**src/commit_pkg.sv**
```systemverilog
`default_nettype none

package commit_pkg;

    typedef logic [31:0] word_t;      // data word or address
    typedef logic [4:0]  reg_addr_t;  // general register number
    typedef logic [13:0] csr_num_t;
    typedef logic [5:0]  ecode_t;
    typedef logic [8:0]  esubcode_t;

    typedef struct packed {
        logic int_;
        logic adef;
        logic syscall;
        logic brk;
        logic ine;
        logic ale;
    } excp_t;

    // bundle latched from the memory stage
    typedef struct packed {
        word_t     pc;
        logic      rf_we;
        reg_addr_t rf_waddr;
        word_t     result;
        logic      csr_re;
        logic      csr_we;
        csr_num_t  csr_num;
        word_t     csr_wmask;
        word_t     csr_wvalue;
        logic      ertn;
        excp_t     excp;
        esubcode_t esubcode;
        word_t     vaddr;      // faulting data address for ale
    } mem_wb_bus_t;

    typedef struct packed {
        logic      we;
        reg_addr_t waddr;
        word_t     wdata;
    } rf_write_t;

    typedef struct packed {
        csr_num_t num;
        logic     we;
        word_t    wmask;
        word_t    wvalue;
    } csr_req_t;

    typedef struct packed {
        logic      ex;
        logic      ertn;
        ecode_t    ecode;
        esubcode_t esubcode;
        word_t     pc;
        logic      badv_we;
        word_t     vaddr;
    } csr_event_t;

    typedef struct packed {
        logic  valid;
        word_t target;
    } flush_t;

    typedef struct packed {
        word_t     pc;
        logic      we;
        reg_addr_t wnum;
        word_t     wdata;
    } trace_t;

    localparam csr_num_t CSR_CRMD   = 14'h0;
    localparam csr_num_t CSR_PRMD   = 14'h1;
    localparam csr_num_t CSR_ESTAT  = 14'h5;
    localparam csr_num_t CSR_ERA    = 14'h6;
    localparam csr_num_t CSR_BADV   = 14'h7;
    localparam csr_num_t CSR_EENTRY = 14'hc;
    localparam csr_num_t CSR_SAVE0  = 14'h30;
    localparam csr_num_t CSR_SAVE1  = 14'h31;
    localparam csr_num_t CSR_SAVE2  = 14'h32;
    localparam csr_num_t CSR_SAVE3  = 14'h33;

    localparam ecode_t ECODE_INT  = 6'h0;
    localparam ecode_t ECODE_ADEF = 6'h8;
    localparam ecode_t ECODE_ALE  = 6'h9;
    localparam ecode_t ECODE_SYS  = 6'hb;
    localparam ecode_t ECODE_BRK  = 6'hc;
    localparam ecode_t ECODE_INE  = 6'hd;

endpackage

`default_nettype wire
```
**src/commit_top.sv**
```systemverilog
`timescale 1ns/100ps
`default_nettype none

module commit_top #(
    parameter commit_pkg::word_t EENTRY_RESET = 32'h1c00_8000
) (
    input  logic                    clk,
    input  logic                    resetn,
    input  logic                    mem_valid,
    input  commit_pkg::mem_wb_bus_t mem_bus,
    input  commit_pkg::reg_addr_t   rd_addr1,
    input  commit_pkg::reg_addr_t   rd_addr2,
    output commit_pkg::word_t       rd_data1,
    output commit_pkg::word_t       rd_data2,
    output commit_pkg::flush_t      flush,
    output commit_pkg::trace_t      trace,
    output logic [1:0]              cur_plv,
    output logic                    cur_ie
);

    import commit_pkg::*;

    logic        wb_valid;
    mem_wb_bus_t wb_bus;
    word_t       csr_rvalue;
    word_t       eentry;
    word_t       era;
    rf_write_t   rf_wr;
    csr_req_t    csr_req;
    csr_event_t  csr_evt;

    wb_stage u_wb_stage (
        .clk         (clk),
        .resetn      (resetn),
        .mem_valid   (mem_valid),
        .mem_bus     (mem_bus),
        .flush_valid (flush.valid),
        .wb_valid    (wb_valid),
        .wb_bus      (wb_bus)
    );

    commit_ctrl u_commit_ctrl (
        .wb_valid   (wb_valid),
        .wb_bus     (wb_bus),
        .csr_rvalue (csr_rvalue),
        .eentry     (eentry),
        .era        (era),
        .rf_wr      (rf_wr),
        .csr_req    (csr_req),
        .csr_evt    (csr_evt),
        .flush      (flush),
        .trace      (trace)
    );

    csr_file #(
        .EENTRY_RESET (EENTRY_RESET)
    ) u_csr_file (
        .clk    (clk),
        .resetn (resetn),
        .req    (csr_req),
        .evt    (csr_evt),
        .rvalue (csr_rvalue),
        .eentry (eentry),
        .era    (era),
        .plv    (cur_plv),
        .ie     (cur_ie)
    );

    reg_file u_reg_file (
        .clk    (clk),
        .resetn (resetn),
        .wr     (rf_wr),
        .raddr1 (rd_addr1),
        .raddr2 (rd_addr2),
        .rdata1 (rd_data1),
        .rdata2 (rd_data2)
    );

endmodule

`default_nettype wire

```
**src/reg_file.sv**
```systemverilog
`timescale 1ns/100ps
`default_nettype none

module reg_file (
    input  logic                  clk,
    input  logic                  resetn,
    input  commit_pkg::rf_write_t wr,
    input  commit_pkg::reg_addr_t raddr1,
    input  commit_pkg::reg_addr_t raddr2,
    output commit_pkg::word_t     rdata1,
    output commit_pkg::word_t     rdata2
);

    import commit_pkg::*;

    word_t regs [32];

    always_ff @(posedge clk) begin
        if (!resetn) begin
            for (int i = 0; i < 32; i++) begin
                regs[i] <= '0;
            end
        end else if (wr.we && wr.waddr != '0) begin
            regs[wr.waddr] <= wr.wdata;   // r0 stays zero
        end
    end

    // one read port, with write-through of the committing value
    function automatic word_t read_port(input reg_addr_t addr);
        if (addr == '0) begin
            return '0;
        end
        if (wr.we && wr.waddr == addr) begin
            return wr.wdata;
        end
        return regs[addr];
    endfunction

    always_comb begin
        rdata1 = read_port(raddr1);
    end

    always_comb begin
        rdata2 = read_port(raddr2);
    end

endmodule

`default_nettype wire

```
**src/csr_file.sv**
```systemverilog
`timescale 1ns/100ps
`default_nettype none

module csr_file #(
    parameter commit_pkg::word_t EENTRY_RESET = 32'h1c00_8000
) (
    input  logic                   clk,
    input  logic                   resetn,
    input  commit_pkg::csr_req_t   req,
    input  commit_pkg::csr_event_t evt,
    output commit_pkg::word_t      rvalue,
    output commit_pkg::word_t      eentry,
    output commit_pkg::word_t      era,
    output logic [1:0]             plv,
    output logic                   ie
);

    import commit_pkg::*;

    logic [1:0]  crmd_plv;
    logic        crmd_ie;
    logic [1:0]  prmd_pplv;
    logic        prmd_pie;
    logic [1:0]  estat_is;       // software interrupt bits
    ecode_t      estat_ecode;
    esubcode_t   estat_esubcode;
    word_t       era_q;
    word_t       badv_q;
    logic [25:0] eentry_va;      // entry is 64-byte aligned
    word_t       save0;
    word_t       save1;
    word_t       save2;
    word_t       save3;
    word_t       wr_merged;

    always_comb begin
        case (req.num)
            CSR_CRMD:   rvalue = {29'b0, crmd_ie, crmd_plv};
            CSR_PRMD:   rvalue = {29'b0, prmd_pie, prmd_pplv};
            CSR_ESTAT:  rvalue = {1'b0, estat_esubcode, estat_ecode, 14'b0, estat_is};
            CSR_ERA:    rvalue = era_q;
            CSR_BADV:   rvalue = badv_q;
            CSR_EENTRY: rvalue = {eentry_va, 6'b0};
            CSR_SAVE0:  rvalue = save0;
            CSR_SAVE1:  rvalue = save1;
            CSR_SAVE2:  rvalue = save2;
            CSR_SAVE3:  rvalue = save3;
            default:    rvalue = '0;  // unimplemented
        endcase
    end

    // old value is the read of the same number
    assign wr_merged = (rvalue & ~req.wmask) | (req.wvalue & req.wmask);

    always_ff @(posedge clk) begin
        if (!resetn) begin
            crmd_plv       <= 2'b0;
            crmd_ie        <= 1'b0;
            prmd_pplv      <= 2'b0;
            prmd_pie       <= 1'b0;
            estat_is       <= 2'b0;
            estat_ecode    <= '0;
            estat_esubcode <= '0;
            era_q          <= '0;
            badv_q         <= '0;
            eentry_va      <= EENTRY_RESET[31:6];
            save0          <= '0;
            save1          <= '0;
            save2          <= '0;
            save3          <= '0;
        end else begin
            if (req.we) begin
                case (req.num)
                    CSR_CRMD:   {crmd_ie, crmd_plv} <= wr_merged[2:0];
                    CSR_PRMD:   {prmd_pie, prmd_pplv} <= wr_merged[2:0];
                    CSR_ESTAT:  estat_is <= wr_merged[1:0];
                    CSR_ERA:    era_q <= wr_merged;
                    CSR_BADV:   badv_q <= wr_merged;
                    CSR_EENTRY: eentry_va <= wr_merged[31:6];
                    CSR_SAVE0:  save0 <= wr_merged;
                    CSR_SAVE1:  save1 <= wr_merged;
                    CSR_SAVE2:  save2 <= wr_merged;
                    CSR_SAVE3:  save3 <= wr_merged;
                    default:    ;
                endcase
            end
            // events come last so they win over a csr write in the same cycle
            if (evt.ex) begin
                prmd_pplv      <= crmd_plv;
                prmd_pie       <= crmd_ie;
                crmd_plv       <= 2'b0;   // enter kernel, interrupts off
                crmd_ie        <= 1'b0;
                era_q          <= evt.pc;
                estat_ecode    <= evt.ecode;
                estat_esubcode <= evt.esubcode;
                if (evt.badv_we) begin
                    badv_q <= evt.vaddr;
                end
            end else if (evt.ertn) begin
                crmd_plv <= prmd_pplv;
                crmd_ie  <= prmd_pie;
            end
        end
    end

    assign eentry = {eentry_va, 6'b0};
    assign era    = era_q;
    assign plv    = crmd_plv;
    assign ie     = crmd_ie;

endmodule

`default_nettype wire

```
**src/commit_ctrl.sv**
```systemverilog
`timescale 1ns/100ps
`default_nettype none

module commit_ctrl (
    input  logic                    wb_valid,
    input  commit_pkg::mem_wb_bus_t wb_bus,
    input  commit_pkg::word_t       csr_rvalue,
    input  commit_pkg::word_t       eentry,
    input  commit_pkg::word_t       era,
    output commit_pkg::rf_write_t   rf_wr,
    output commit_pkg::csr_req_t    csr_req,
    output commit_pkg::csr_event_t  csr_evt,
    output commit_pkg::flush_t      flush,
    output commit_pkg::trace_t      trace
);

    import commit_pkg::*;

    logic   wb_ex;
    logic   wb_ertn;
    ecode_t ecode;
    word_t  final_wdata;

    assign wb_ex   = wb_valid && (|wb_bus.excp);
    assign wb_ertn = wb_valid && wb_bus.ertn && !wb_ex;   // exception wins

    // highest priority first
    always_comb begin
        if (wb_bus.excp.int_) begin
            ecode = ECODE_INT;
        end else if (wb_bus.excp.adef) begin
            ecode = ECODE_ADEF;
        end else if (wb_bus.excp.syscall) begin
            ecode = ECODE_SYS;
        end else if (wb_bus.excp.brk) begin
            ecode = ECODE_BRK;
        end else if (wb_bus.excp.ine) begin
            ecode = ECODE_INE;
        end else begin
            ecode = ECODE_ALE;
        end
    end

    // csrrd/csrwr/csrxchg return the old csr value
    assign final_wdata = wb_bus.csr_re ? csr_rvalue : wb_bus.result;

    assign rf_wr.we    = wb_valid && wb_bus.rf_we && !wb_ex;
    assign rf_wr.waddr = wb_bus.rf_waddr;
    assign rf_wr.wdata = final_wdata;

    assign csr_req.num    = wb_bus.csr_num;   // read side is combinational
    assign csr_req.we     = wb_valid && wb_bus.csr_we && !wb_ex;
    assign csr_req.wmask  = wb_bus.csr_wmask;
    assign csr_req.wvalue = wb_bus.csr_wvalue;

    assign csr_evt.ex       = wb_ex;
    assign csr_evt.ertn     = wb_ertn;
    assign csr_evt.ecode    = ecode;
    assign csr_evt.esubcode = wb_bus.esubcode;
    assign csr_evt.pc       = wb_bus.pc;

    // badv only for address faults; fetch faults record the pc itself
    assign csr_evt.badv_we = wb_ex && (ecode == ECODE_ADEF || ecode == ECODE_ALE);
    assign csr_evt.vaddr   = (ecode == ECODE_ADEF) ? wb_bus.pc : wb_bus.vaddr;

    assign flush.valid  = wb_ex || wb_ertn;
    assign flush.target = wb_ex ? eentry : era;

    // debug trace
    assign trace.pc    = wb_bus.pc;
    assign trace.we    = rf_wr.we;
    assign trace.wnum  = wb_bus.rf_waddr;
    assign trace.wdata = final_wdata;

endmodule

`default_nettype wire

```
**src/wb_stage.sv**
```systemverilog
`timescale 1ns/100ps
`default_nettype none

module wb_stage (
    input  logic                    clk,
    input  logic                    resetn,
    input  logic                    mem_valid,
    input  commit_pkg::mem_wb_bus_t mem_bus,
    input  logic                    flush_valid,
    output logic                    wb_valid,
    output commit_pkg::mem_wb_bus_t wb_bus
);

    // stage is always ready, so every strobe is accepted
    // an instruction sits in WB for exactly one cycle

    always_ff @(posedge clk) begin
        if (!resetn) begin
            wb_valid <= 1'b0;
        end else if (flush_valid) begin
            wb_valid <= 1'b0;   // younger bundle at the flush edge is dropped
        end else begin
            wb_valid <= mem_valid;
        end
    end

    // payload only moves on a strobe
    always_ff @(posedge clk) begin
        if (mem_valid) begin
            wb_bus <= mem_bus;
        end
    end

endmodule

`default_nettype wire

```
**config.mk**
```make
export PLATFORM = sky130hd
export DESIGN_NAME = commit_top
export DESIGN_NICKNAME = d
export VERILOG_FILES = /design/src/commit_pkg.sv /design/src/commit_top.sv /design/src/reg_file.sv /design/src/csr_file.sv /design/src/commit_ctrl.sv /design/src/wb_stage.sv
export SDC_FILE = /design/constraint.sdc
export NUM_CORES = 2
export LEC_CHECK = 0
export BUFFER_PORTS_ARGS = -buffer_cell sky130_fd_sc_hd__buf_4
export CAP_MARGIN = 20
export CORE_MARGIN = 2
export CORE_UTILIZATION = 40
export CTS_BUF_LIST = sky130_fd_sc_hd__clkbuf_4
export DETAILED_ROUTE_END_ITERATION = 8
export SETUP_SLACK_MARGIN = 0.02
export SLEW_MARGIN = 25
export SYNTH_ARGS = -nofsm -noshare
export SYNTH_HDL_FRONTEND = slang
export SYNTH_SLANG_ARGS = --single-unit
```
**constraint.sdc**
```tcl
create_clock -name clk -period 8.4 [get_ports clk]
set_input_delay 0.42 -clock clk [delete_from_list [all_inputs] [get_ports clk]]
set_output_delay 0.42 -clock clk [all_outputs]
set_load 0.005 [all_outputs]
```
Word level (Yosys, flattened, before mapping)
Memory sizes are Yosys's and may differ from the RTL's.
Index checks and enable logic that the tools add are counted.

word-level totals
  bits in registers = 440
  memory bits (writable) = 1024
  bits of input ports = 211
  output and inout port bits = 170
  logic and storage cells = 137
  memories = 1

memory list
  name             depth  width  read ports  clocked after memory_dff  write ports  RTL line        RTL
  u_reg_file.regs  32     32     2           0                         32           reg_file.sv:16  word_t regs [32];

operators by class
  eq/ne operators = 13
  multiplexer cells = 49
  bitwise operators = 5
  reductions and logical operators = 36

operators by type and width
  operator             count
  $mux 32              19
  $pmux 32 s10         1
  $and 32x32->32       2
  $eq 14x6->1 const B  4
  $eq 14x3->1 const B  3
  $not 32->32          1
  $or 32x32->32        1
  $reduce_or 32->1     1
  $mux 6               4
  $reduce_and 2->1     9
  $mux 1               17
  $eq 14x1->1 const B  1
  $eq 14x4->1 const B  1
  $logic_not 14->1     1
  $eq 6x4->1 const B   2
  $mux 2               6
  $logic_and 1x1->1    11
  $eq 5x5->1           2
  $logic_not 5->1      2
  $reduce_bool 2->1    5
  $reduce_or 6->1      1
  $mux 5               1
  $reduce_bool 5->1    1
  $reduce_or 2->1      2
  4 further kinds      5

Longest topological paths before layout
  depth in word-level cells = 10
  gate-level depth with buffers = 11
  mapped depth without buffers = 6

Modules after synthesis
From an unflattened synthesis, not the netlist that was laid out.

second synthesis, totals
  cell total of the unflattened synthesis = 5918
  area, all modules = 76034.2 sq um

modules (own cells, without submodules)
  module       instances  cells each  area an instance (sq um)  sequential area each (sq um)
  reg_file     1          3964        55393.1                   30749.5
  csr_file     1          1430        11901.4                   4824.6
  wb_stage     1          200         5974.5                    5965.7
  commit_ctrl  1          324         2765.2                    0.0

Least setup slack after synthesis
No wires, ideal clock.

  path kind = reg2reg
  from = register u_wb_stage.wb_bus[46] (netlist name)
  to = memory u_reg_file.regs[16][0] (netlist bit) (enable)
  library setup time = 0.389 ns
  data arrival time = 2.775 ns
  required time = 8.011 ns
  slack = 5.235 ns
  cell stages (with the launch flop) = 8
  buffers on the path = 1
  period minus slack after synthesis = 3.165 ns
  cells stage by stage = edfxtp_1 -> or3_4 -> nor3_2 -> nand3_1 -> nor4_4 -> nand2_1 -> clkbuf_1 -> nand2_1

RTL lines
  item              RTL line
  end: declaration  reg_file.sv:16

Worst setup path in the final report
  from = register u_wb_stage.wb_bus[112] (netlist name)
  to = output rd_data2[22]

on the way
  cells in the longest elaborated chain, start to end = 6
  elaborated cells between the ends (all ways) = 15
  those cells by class = eq/ne (9); mux (5); reduce/logical (1)

ends and longest elaborated chain
  item                                       RTL line           RTL
  $eq 14x6->1, or another cell as far along  csr_file.sv:37     case (req.num)
  $pmux 32 s10 (*)                           csr_file.sv:37
  $mux 32 (*)                                commit_ctrl.sv:45  assign final_wdata = wb_bus.csr_re ? csr_rvalue : wb_bus.result;
  $mux 32 (*)                                reg_file.sv:33     if (wr.we && wr.waddr == addr) begin
  $mux 32 (*)                                reg_file.sv:36     return regs[addr];
  $mux 32 (*)                                reg_file.sv:33
  end: declaration                           commit_top.sv:14   output commit_pkg::word_t rd_data2,

Mark *: on every way between the ends. The rest lies on a longest branch, timed or not.

==> summary.txt <==
Status
  • Status: complete, no violations

Worst setup path
  • CP delay by family, top: compound AO/OA/AOI/OAI gates
  • CP arrival: 5330 ps
  • CP required: 7980 ps
  • Max stage delay on crit path: 840 ps
  • Critical path buffers and inverters: 3
  • Startpoint types: flop
  • Kind of end point of the critical path: output port
  • Critical path cell sequence: buf_12 > nand3b_1 > o21ai_0 > a22oi_1 > a2bb2oi_4 > buf_4 > o21ai_0 > buf_4
  • Critical path class: flop to output port
  • CP max-delay cell: o21ai_0
  • Critical Path Fanout Max: 70

Yosys
  • Leading area contributor after synthesis: edfxtp_1
  • Post-synthesis cell area: 0.0713 sq mm
  • Avg Inst Size Synth: 12.6 sq um
  • Seq cells post-synth: 1462
  • YS warnings: 0
  • Async SR Flop Fraction: 0
  • Top-count cell post-synth: edfxtp_1
  • Seq/Total Area, Yosys: 0.582
  • Synth top area share: 0.515
  • Netlist cell types: 84
  • Cells after Synth: 5638
  • Main flop type after synthesis: edfxtp_1
  • Post-synth EDFFs: 1222
  • Area contributors post-synth: edfxtp_1 51%, mux4_2 14%, dfxtp_1 6.7%, nor2_1 5.9%, mux2i_1 3.4%
  • Synth top cells by count: 1222 x edfxtp_1, 1116 x nor2_1, 534 x nand2_1

Global route
  • GR Overflow Total: 0
  • Largest net degree at the start of global routing: 95
  • Vias in the first global route: 54400
  • Initial antenna violation count: 10
  • GR Util All Layers: 0.292
  • First-pass GRT wire length: 382 mm

Power and ir drop
  • Worst vdd ir: 0.000159 V
  • Pwr dens: 199 mW/mm^2
  • Overall Power: 0.0170 W
  • LEAKAGE: 31.1 nW

Timing
  • Worst slew margin: 0.247
  • Unrepaired setup endpoints after global routing: false
  • Final worst-path cycle share: 0.684
  • Final hold viol count: 0
  • Fmax achieved: 174 MHz
  • Final slew viol count: 0
  • Setup-failing EPs final: 0
  • Setup TNS: 0 ps
  • Measured slew at the worst slew-check pin: 1130 ps
  • Worst Skew: 129 ps
  • Min cycle time layout: 5750 ps

Clock network
  • CTS buffer count: 410
  • Clock Latency Late Sink: 1410 ps
  • Max Buffers Root-to-Sink: 4
  • Clk pin slew, worst setup/hold paths: 80 ps
  • Setup Buffers After CTS: 0
  • H-tree lvl count: 5
  • Sink Count: 1462
  • Root buffer cell: clkbuf_4
  • CTS tree: yes

Floorplan
  • Die X: 426 um
  • Chip Height: 426 um
  • DIE AREA: 0.182 sq mm
  • Core footprint: 0.177 sq mm
  • Initial Util: 0.404
  • FP Rows: 154
  • Ports: 381

Detailed routing
  • Starting DRC count in detailed routing: 8517
  • Drt first pass iters: 9
  • Detailed Route WL: 271 mm
  • Vias: 55700
  • WL per Instance: 29.8 um
  • DRC violations left: 0
  • Avg Vias per Cell: 6.12
  • DRT antenna net count: 0

Final layout
  • Final net count: 6651
  • Fill cells: 15500
  • Layout cell share with drive strength beyond 1: 0.262
  • Layout area overhead: 20.0%

Place
  • GP Congestion: 0.942
  • Port Buffers: 380
  • DP HPWL: 173 mm

Run
  • Max-capacitance violation count: 0

Min path
  • Min-Delay Path Class: input pin to flop
## state kept, by name, indices dropped and copies added (netlist names), 2 cells and up
name	flops
u_csr_file.save3	32
u_wb_stage.wb_bus	198
u_csr_file.save1	32
u_csr_file.estat_ecode	4
u_csr_file.plv	2
u_reg_file.regs	1024
u_csr_file.estat_esubcode	9
u_csr_file.estat_is	2
u_csr_file.prmd_pplv	2
u_csr_file.eentry_va	26
u_csr_file.save0	32
u_csr_file.save2	32
u_csr_file.badv_q	32
u_csr_file.era	32
## cell families after synthesis
family	share of synthesized area
flops	0.582
other cells	0.0000526
simple gates	0.112
mux	0.177
compound gates	0.0894
buf+inv	0.0388
xor+xnor	0.00123
## layout by cell type, fill, tap and decap left out, types with 98 or more instances in the layout
master | synthesis | final
edfxtp_1 | 1222 | 1222
nor2_1 | 1116 | 1110
clkbuf_4 | 0 | 609
buf_4 | 61 | 523
nand2_1 | 534 | 487
mux4_2 | 448 | 448
dlygate4sd3_1 | 0 | 398
dfxtp_1 | 240 | 240
mux2i_1 | 239 | 235
a21oi_1 | 227 | 224
a22oi_1 | 165 | 165
o21ai_0 | 100 | 98
## repair_timing
| item | in CTS | in global routing |
|---|---|---|
| hold buffers | 398 | 0 |
| hold endpoints to repair | 408 | 0 |
| gates resized for setup | 0 | 0 |
## layer usage
metal	part of all wire	routed length, um	track usage	vias up
li1	-	-	-	23100
met1	0.36	98300	0.378	27900
met2	0.47	126000	0.461	4007
met3	0.11	31100	0.0640	643
met4	0.056	15100	0.154	6
met5	0.00043	117	0.00397	-
## final cells by class
class                   count  area (sq um)  share of cell area
inverters                  50           193             0.00225
multi-input cells        3585         27800               0.324
flip-flops and latches   1462         41500               0.485
well taps                2340          2930              0.0342
repair buffers            931          8090              0.0945
clock buffers             609          4570              0.0534
clock inverters           107           517             0.00604
diodes                      9          22.5            0.000263
## through the flow
| stage | util | setup WS [ps] | instance area (sq um) | cells | hold slack [ps] |
|---|---|---|---|---|---|
| floorplan | - | 5240 | 71400 | 5669 | 428 |
| global placement | 0.432 | 3420 | 76400 | 7970 | 435 |
| detailed placement | 0.433 | 3270 | 76500 | 7970 | 444 |
| CTS | 0.484 | 2630 | 85500 | 9084 | 55.4 |
| global route | 0.484 | 2510 | 85600 | 9091 | 143 |
| finish | 0.484 | 2650 | 85600 | 9093 | 182 |
## final timing paths
check	startpoint	endpoint	slack, ps	depth (start not counted)
worst min-delay path	mem_valid	u_wb_stage.wb_bus[18]	180	2
worst min register to register	u_csr_file.save2[15]	u_csr_file.save2[15]	450	2
worst max register to register	u_wb_stage.wb_bus[46]	u_reg_file.regs[2][25]	3740	8
worst max-delay path	u_wb_stage.wb_bus[112]	rd_data2[22]	2650	8
## where the power goes
part | total [W] | switching [W] | internal, W
combinational | 0.00215 | 0.00132 | 0.000830
clock | 0.00657 | 0.00318 | 0.00339
sequential | 0.00831 | 0.000183 | 0.00813
Note: power is estimated with default switching activity, not from simulation.
